**config.mk**
```make
export PLATFORM = sky130hd
export DESIGN_NAME = ninjin_m_axi_image
export DESIGN_NICKNAME = d
export VERILOG_FILES = /design/src/ninjin_pkg.sv /design/src/ninjin_m_axi_image.sv
export SDC_FILE = /design/constraint.sdc
export NUM_CORES = 1
export LEC_CHECK = 0
export BUFFER_PORTS_ARGS = -buffer_cell sky130_fd_sc_hd__buf_2
export CELL_PAD_IN_SITES_DETAIL_PLACEMENT = 0
export CELL_PAD_IN_SITES_GLOBAL_PLACEMENT = 1
export CORE_UTILIZATION = 35
export CTS_CLUSTER_SIZE = 30
export DETAILED_ROUTE_END_ITERATION = 8
export GPL_ROUTABILITY_DRIVEN = 0
export PLACE_DENSITY_LB_ADDON = 0.1
export SKIP_LAST_GASP = 1
export SYNTH_ARGS = -nofsm -noshare
export SYNTH_HDL_FRONTEND = slang
export SYNTH_SLANG_ARGS = --single-unit
```
**constraint.sdc**
```tcl
create_clock -name clk -period 5.7 [get_ports clk]
set_input_delay 0.57 -clock clk [delete_from_list [all_inputs] [get_ports clk]]
set_output_delay 0.57 -clock clk [all_outputs]
set_load 0.02 [all_outputs]
```
**src/ninjin_pkg.sv**
```systemverilog
package ninjin_pkg;

  // ========================================
  // data path sizes
  // ========================================

  // one data word on the bus and in the buffer
  localparam int DWIDTH = 32;

  // host byte address
  localparam int AWIDTH = 32;

  // buffer word address width, 1024 words
  localparam int MEMSIZE = 10;

  // beats per burst and the beat counter width
  localparam int BURST_LEN  = 16;
  localparam int BEAT_WIDTH = $clog2(BURST_LEN);

  // host address span of one burst
  localparam int BURST_BYTES = BURST_LEN * DWIDTH / 8;

  // ========================================
  // mode and status encodings
  // ========================================

  // host to buffer
  localparam logic DDR_READ  = 1'b0;
  // buffer to host
  localparam logic DDR_WRITE = 1'b1;

  // bit positions within err
  localparam int ERR_ANY   = 0;
  localparam int ERR_RRESP = 1;
  localparam int ERR_WRESP = 2;

  // channel state machine
  localparam logic S_IDLE = 1'b0;
  localparam logic S_BUSY = 1'b1;

endpackage

```
**src/ninjin_m_axi_image.sv**
```systemverilog
`timescale 1ns/1ns

module ninjin_m_axi_image (
  input  logic                           clk,
  input  logic                           xrst,
  input  logic                           req,
  input  logic                           mode,
  input  logic [ninjin_pkg::AWIDTH-1:0]  host_addr,
  input  logic [ninjin_pkg::MEMSIZE-1:0] buf_base,
  output logic                           busy,
  output logic [2:0]                     err,
  output logic                           awvalid,
  input  logic                           awready,
  output logic [ninjin_pkg::AWIDTH-1:0]  awaddr,
  output logic                           wvalid,
  input  logic                           wready,
  output logic [ninjin_pkg::DWIDTH-1:0]  wdata,
  output logic                           wlast,
  input  logic                           bvalid,
  output logic                           bready,
  input  logic [1:0]                     bresp,
  output logic                           arvalid,
  input  logic                           arready,
  output logic [ninjin_pkg::AWIDTH-1:0]  araddr,
  input  logic                           rvalid,
  output logic                           rready,
  input  logic [ninjin_pkg::DWIDTH-1:0]  rdata,
  input  logic [1:0]                     rresp,
  input  logic                           rlast,
  input  logic [ninjin_pkg::DWIDTH-1:0]  ddr_rdata,
  output logic                           ddr_we,
  output logic [ninjin_pkg::MEMSIZE-1:0] ddr_waddr,
  output logic [ninjin_pkg::DWIDTH-1:0]  ddr_wdata,
  output logic [ninjin_pkg::MEMSIZE-1:0] ddr_raddr
);

  import ninjin_pkg::*;

  logic                  req_d;
  logic                  req_pulse;
  logic                  start;
  logic                  wreq_pulse;
  logic                  rreq_pulse;
  logic                  mode_q;
  logic                  state_write;
  logic                  state_read;
  logic                  wstart;
  logic                  rstart;
  logic                  write_end;
  logic                  read_end;
  logic                  awnext;
  logic                  wnext;
  logic                  arnext;
  logic                  rnext;
  logic                  err_wresp;
  logic                  err_rresp;
  logic [BEAT_WIDTH-1:0] widx;
  logic [MEMSIZE-1:0]    raddr_q;
  logic [MEMSIZE-1:0]    raddr_next;

  // ========================================
  // core control
  // ========================================

  // rising edge of req, dropped while a burst runs
  assign req_pulse  = req && !req_d;
  assign start      = req_pulse && !busy;
  assign wreq_pulse = start && mode == DDR_WRITE;
  assign rreq_pulse = start && mode == DDR_READ;

  assign write_end = bvalid && bready;
  assign read_end  = rnext && rlast;

  always_ff @(posedge clk) begin
    if (!xrst) begin
      req_d <= 1'b0;
    end else begin
      req_d <= req;
    end
  end

  // write channel, one start pulse per request
  always_ff @(posedge clk) begin
    if (!xrst) begin
      state_write <= S_IDLE;
      wstart      <= 1'b0;
    end else begin
      wstart <= 1'b0;
      case (state_write)
        S_IDLE: begin
          if (wreq_pulse) begin
            state_write <= S_BUSY;
            wstart      <= 1'b1;
          end
        end
        S_BUSY: begin
          if (write_end) begin
            state_write <= S_IDLE;
          end
        end
      endcase
    end
  end

  // read channel runs on its own
  always_ff @(posedge clk) begin
    if (!xrst) begin
      state_read <= S_IDLE;
      rstart     <= 1'b0;
    end else begin
      rstart <= 1'b0;
      case (state_read)
        S_IDLE: begin
          if (rreq_pulse) begin
            state_read <= S_BUSY;
            rstart     <= 1'b1;
          end
        end
        S_BUSY: begin
          if (read_end) begin
            state_read <= S_IDLE;
          end
        end
      endcase
    end
  end

  always_ff @(posedge clk) begin
    if (!xrst) begin
      busy   <= 1'b0;
      mode_q <= DDR_READ;
    end else if (start) begin
      busy   <= 1'b1;
      mode_q <= mode;
    end else if (busy && (mode_q == DDR_WRITE ? write_end : read_end)) begin
      busy <= 1'b0;
    end
  end

  // ========================================
  // write address
  // ========================================

  assign awnext = awvalid && awready;

  always_ff @(posedge clk) begin
    if (!xrst) begin
      awvalid <= 1'b0;
    end else if (wstart) begin
      awvalid <= 1'b1;
    end else if (awnext) begin
      awvalid <= 1'b0;
    end
  end

  // points at the next burst once accepted
  always_ff @(posedge clk) begin
    if (wreq_pulse) begin
      awaddr <= host_addr;
    end else if (awnext) begin
      awaddr <= awaddr + AWIDTH'(BURST_BYTES);
    end
  end

  // ========================================
  // write data
  // ========================================

  assign wnext = wvalid && wready;

  always_ff @(posedge clk) begin
    if (!xrst) begin
      wvalid <= 1'b0;
    end else if (wstart) begin
      wvalid <= 1'b1;
    end else if (wnext && wlast) begin
      wvalid <= 1'b0;
    end
  end

  // buffer word already fetched, held under back-pressure
  always_ff @(posedge clk) begin
    if (wstart || wnext) begin
      wdata <= ddr_rdata;
    end
  end

  always_ff @(posedge clk) begin
    if (!xrst) begin
      widx  <= '0;
      wlast <= 1'b0;
    end else if (wstart) begin
      widx  <= '0;
      wlast <= 1'b0;
    end else if (wnext) begin
      widx  <= widx + 1'b1;
      wlast <= !wlast && widx == BEAT_WIDTH'(BURST_LEN - 2);
    end
  end

  // ========================================
  // write response
  // ========================================

  assign err_wresp = write_end && bresp[1];

  // one cycle pulse after bvalid is seen
  always_ff @(posedge clk) begin
    if (!xrst) begin
      bready <= 1'b0;
    end else if (bready) begin
      bready <= 1'b0;
    end else if (bvalid && state_write == S_BUSY) begin
      bready <= 1'b1;
    end
  end

  // ========================================
  // read address
  // ========================================

  assign arnext = arvalid && arready;

  always_ff @(posedge clk) begin
    if (!xrst) begin
      arvalid <= 1'b0;
    end else if (rstart) begin
      arvalid <= 1'b1;
    end else if (arnext) begin
      arvalid <= 1'b0;
    end
  end

  always_ff @(posedge clk) begin
    if (rreq_pulse) begin
      araddr <= host_addr;
    end else if (arnext) begin
      araddr <= araddr + AWIDTH'(BURST_BYTES);
    end
  end

  // ========================================
  // read data
  // ========================================

  assign rnext     = rvalid && rready;
  assign err_rresp = rnext && rresp[1];

  // open from the accepted address until the last beat
  always_ff @(posedge clk) begin
    if (!xrst) begin
      rready <= 1'b0;
    end else if (arnext) begin
      rready <= 1'b1;
    end else if (read_end) begin
      rready <= 1'b0;
    end
  end

  // ========================================
  // memory control
  // ========================================

  // every accepted beat lands in the buffer at once
  assign ddr_we    = rnext;
  assign ddr_wdata = rdata;

  always_ff @(posedge clk) begin
    if (rreq_pulse) begin
      ddr_waddr <= buf_base;
    end else if (rnext) begin
      ddr_waddr <= ddr_waddr + 1'b1;
    end
  end

  // read address runs one word ahead of wdata
  assign raddr_next = start ? buf_base
                    : (wstart || wnext) ? raddr_q + 1'b1
                    : raddr_q;
  assign ddr_raddr  = raddr_next;

  always_ff @(posedge clk) begin
    raddr_q <= raddr_next;
  end

  // sticky until the next request
  always_ff @(posedge clk) begin
    if (!xrst) begin
      err <= '0;
    end else if (start) begin
      err <= '0;
    end else if (err_wresp || err_rresp) begin
      err[ERR_ANY]   <= 1'b1;
      err[ERR_WRESP] <= err[ERR_WRESP] | err_wresp;
      err[ERR_RRESP] <= err[ERR_RRESP] | err_rresp;
    end
  end

endmodule

```
==> impl_metrics.env <==
export IMPL_area_growth_pct=25.5
export IMPL_worstPathMaxFanout=39
export IMPL_grt_setup_unrepaired="no"
export IMPL_hpwlAfterDp_um=12700
export IMPL_grt_pass1_wl_um=27400
export IMPL_tightestPinTransition_ns=1.01
export IMPL_clkLatencyLatePin_ns=0.42
export IMPL_maxSlewHeadroom=0.327
export IMPL_ioPinCount=279
export IMPL_max_freq_mhz=322
export IMPL_grt_pass1_vias=4917
export IMPL_final_common_cell="buf_2"
export IMPL_violations="design-rule violations"
export IMPL_syn_avg_cell_area_um2=10.8
export IMPL_crit_path_cell_trace="a21o_1 -> buf_4 -> nand3_1 -> or4_1 -> nand3_1 -> buf_2"
export IMPL_viasPerCell=5.14
export IMPL_cts_resized=0
export IMPL_slowest_delay_ns=0.52
export IMPL_path_clk_slew_ns=0.07
export IMPL_port_buffer_count=212
export IMPL_cpMostUsedCell="nand3_1"
export IMPL_num_antenna_cells=0
export IMPL_required_ns=5.13
export IMPL_cp_end_kind="primary output"
export IMPL_async_flop_share=0
export IMPL_numClockSinks=136
export IMPL_place_inst=998
export IMPL_skew_ns=0.0103
export IMPL_swShare=0.264
export IMPL_antenna_found_initial=0
export IMPL_fp_row_count=49
export IMPL_ant_nets=0
export IMPL_post_cts_buffers=0
export IMPL_drive_above_1_share=0.323
export IMPL_start_util=0.360
export IMPL_cpLargestDelayFamily="simple AND/OR/NAND/NOR gates"
export IMPL_clkPwrFrac=0.438
export IMPL_maxSlewViolCount=0
export IMPL_outcome="finished with violations"
export IMPL_holdBufCountCts=0
export IMPL_ys_seq_area_frac=0.578
export IMPL_setup_viol=0
export IMPL_grt_usage=0.184
export IMPL_powerDensity_nw_per_um2=322
export IMPL_via_count=5296
export IMPL_core_um2=18100
export IMPL_hold_path_class="input port to register"
export IMPL_period_needed_ns=3.10
export IMPL_netlist_area_um2=6540
export IMPL_cts_root_buf="clkbuf_16"
export IMPL_crit_path_start_kind="register"
export IMPL_synth_ff_type="edfxtp_1"
export IMPL_cap_violations=0
export IMPL_die_y_um=139
export IMPL_synth_fp_nets=734
export IMPL_fp_dieW_um=139
export IMPL_p_leak_uw=0.00319
export IMPL_post_route_period_util=0.545
export IMPL_r2r_start="busy"
export IMPL_synth_distinct_cells=45
export IMPL_cts_max_path_buffers=2
export IMPL_yosys_warnings=0
export IMPL_p_int_uw=1940
export IMPL_cp_startpoint="wvalid"
export IMPL_cts_buffers=17
export IMPL_seqPwrFrac=0.450
export IMPL_ys_ff_latch=136
export IMPL_routed_wl_um=17700
export IMPL_worstPathBufferInverterCount=2
export IMPL_wire_per_inst_um=17.1
export IMPL_h_tree_depth=4
export IMPL_hold_viol_final=0
export IMPL_slowest_stage="or4_1"
export IMPL_firstDrtPassIters=7
export IMPL_p_sw_uw=697
export IMPL_drtIter0Drc=341
export IMPL_cts_tree="done"
export IMPL_layout_common_cells="buf_2 (212), edfxtp_1 (106), nand2_1 (93), o21ai_0 (47), nand3_1 (39)"
export IMPL_final_cells=1030
export IMPL_crit_type="register to primary output"
export IMPL_nets=914
export IMPL_syn_inst=608
export IMPL_grt_max_degree=50
export IMPL_worst_ep_arrival_time_ns=2.53
export IMPL_min_from="ddr_rdata[22]"
export IMPL_ir_drop_v=0.000210
export IMPL_synth_edff_count=106
export IMPL_power_frac_comb=0.112
export IMPL_design_die_area_um2=19200
export IMPL_setup_tns_ns=0
export IMPL_overflow=0
export IMPL_route_detailed_drc=26
-- synthesized netlist by cell type, types with 7 or more instances --
library cell / n / area [um2]
a21oi_1: 10 / 50.1
a31oi_1: 13 / 81.3
and2_1: 10 / 62.6
and3_1: 11 / 68.8
buf_4: 32 / 240
clkbuf_1: 20 / 75.1
dfxtp_1: 30 / 601
edfxtp_1: 106 / 3180
inv_1: 11 / 41.3
nand2_1: 93 / 349
nand3_1: 39 / 195
nand4_1: 16 / 100
nor2_1: 26 / 97.6
nor3_1: 7 / 35.0
o211ai_1: 13 / 97.6
o21ai_0: 47 / 235
or4_1: 20 / 150
xnor2_1: 23 / 201
xor2_1: 19 / 166
-- final timing paths --
check,endpoint,slack [ns],cells past startpoint
max,ddr_raddr[9],2.60,6
min,wdata[22],0.32,1
max reg2reg,araddr[12],2.68,6
min reg2reg,arvalid,0.44,1
-- metrics by stage --
stage / util / power (uW) / cell area (um2) / setup WS, ns / hold WS, ns
floorplan: - / 1410 / 6540 / 2.28 / 0.418
global placement: 0.418 / 1500 / 7590 / 2.36 / 0.429
detailed placement: 0.418 / 1510 / 7590 / 2.30 / 0.431
CTS: 0.452 / 2670 / 8210 / 2.58 / 0.308
finish: 0.452 / 2640 / 8210 / 2.60 / 0.324
global route: 0.452 / 2750 / 8210 / 2.36 / 0.303
-- registers in the layout, summed over array words and instances, names as in the netlist, 3 cells and up --
signal and count:
raddr_q 10, wdata 32, ddr_waddr 10, awaddr 32
err 3, araddr 32, widx 4
-- power groups by stage --
| stage | combinational (uW) | clock [uW] | sequential [uW] |
|---|---|---|---|
| detailed placement | 299 | 0 | 1210 |
| CTS | 301 | 1180 | 1190 |
| floorplan | 167 | 0 | 1240 |
| finish | 297 | 1160 | 1190 |
| global placement | 295 | 0 | 1210 |
| global route | 325 | 1230 | 1200 |
-- cells by family after synthesis --
logic type | after synthesis | synth area share
xor gates and xnor gates | 42 | 0.0562
adders and majority gates | 6 | 0.0115
muxes | 2 | 0.00325
AOI/OAI and AO/OA | 99 | 0.0905
buffers and inverters | 68 | 0.0591
and+or+nand+nor | 255 | 0.201
DFF | 136 | 0.578
-- layer usage --
metal | part of all wire | vias up | track usage | wire, um
met5 | 0 | - | 0 | 0
met1 | 0.43 | 2488 | 0.235 | 7650
li1 | - | 2566 | - | -
met2 | 0.47 | 215 | 0.303 | 8360
met4 | 0.013 | 0 | 0.0655 | 229
met3 | 0.080 | 27 | 0.0477 | 1420
-- layout make-up --
cell class              instances  area (um2)
flip-flops and latches        136        3780
repair buffers                218        1110
multi-input cells             404        2380
inverters                      11        41.3
clock buffers                  17         425
clock inverters                15         193
fillers                      1742        9940
well taps                     229         287
Note: power is estimated with default switching activity, not from simulation.
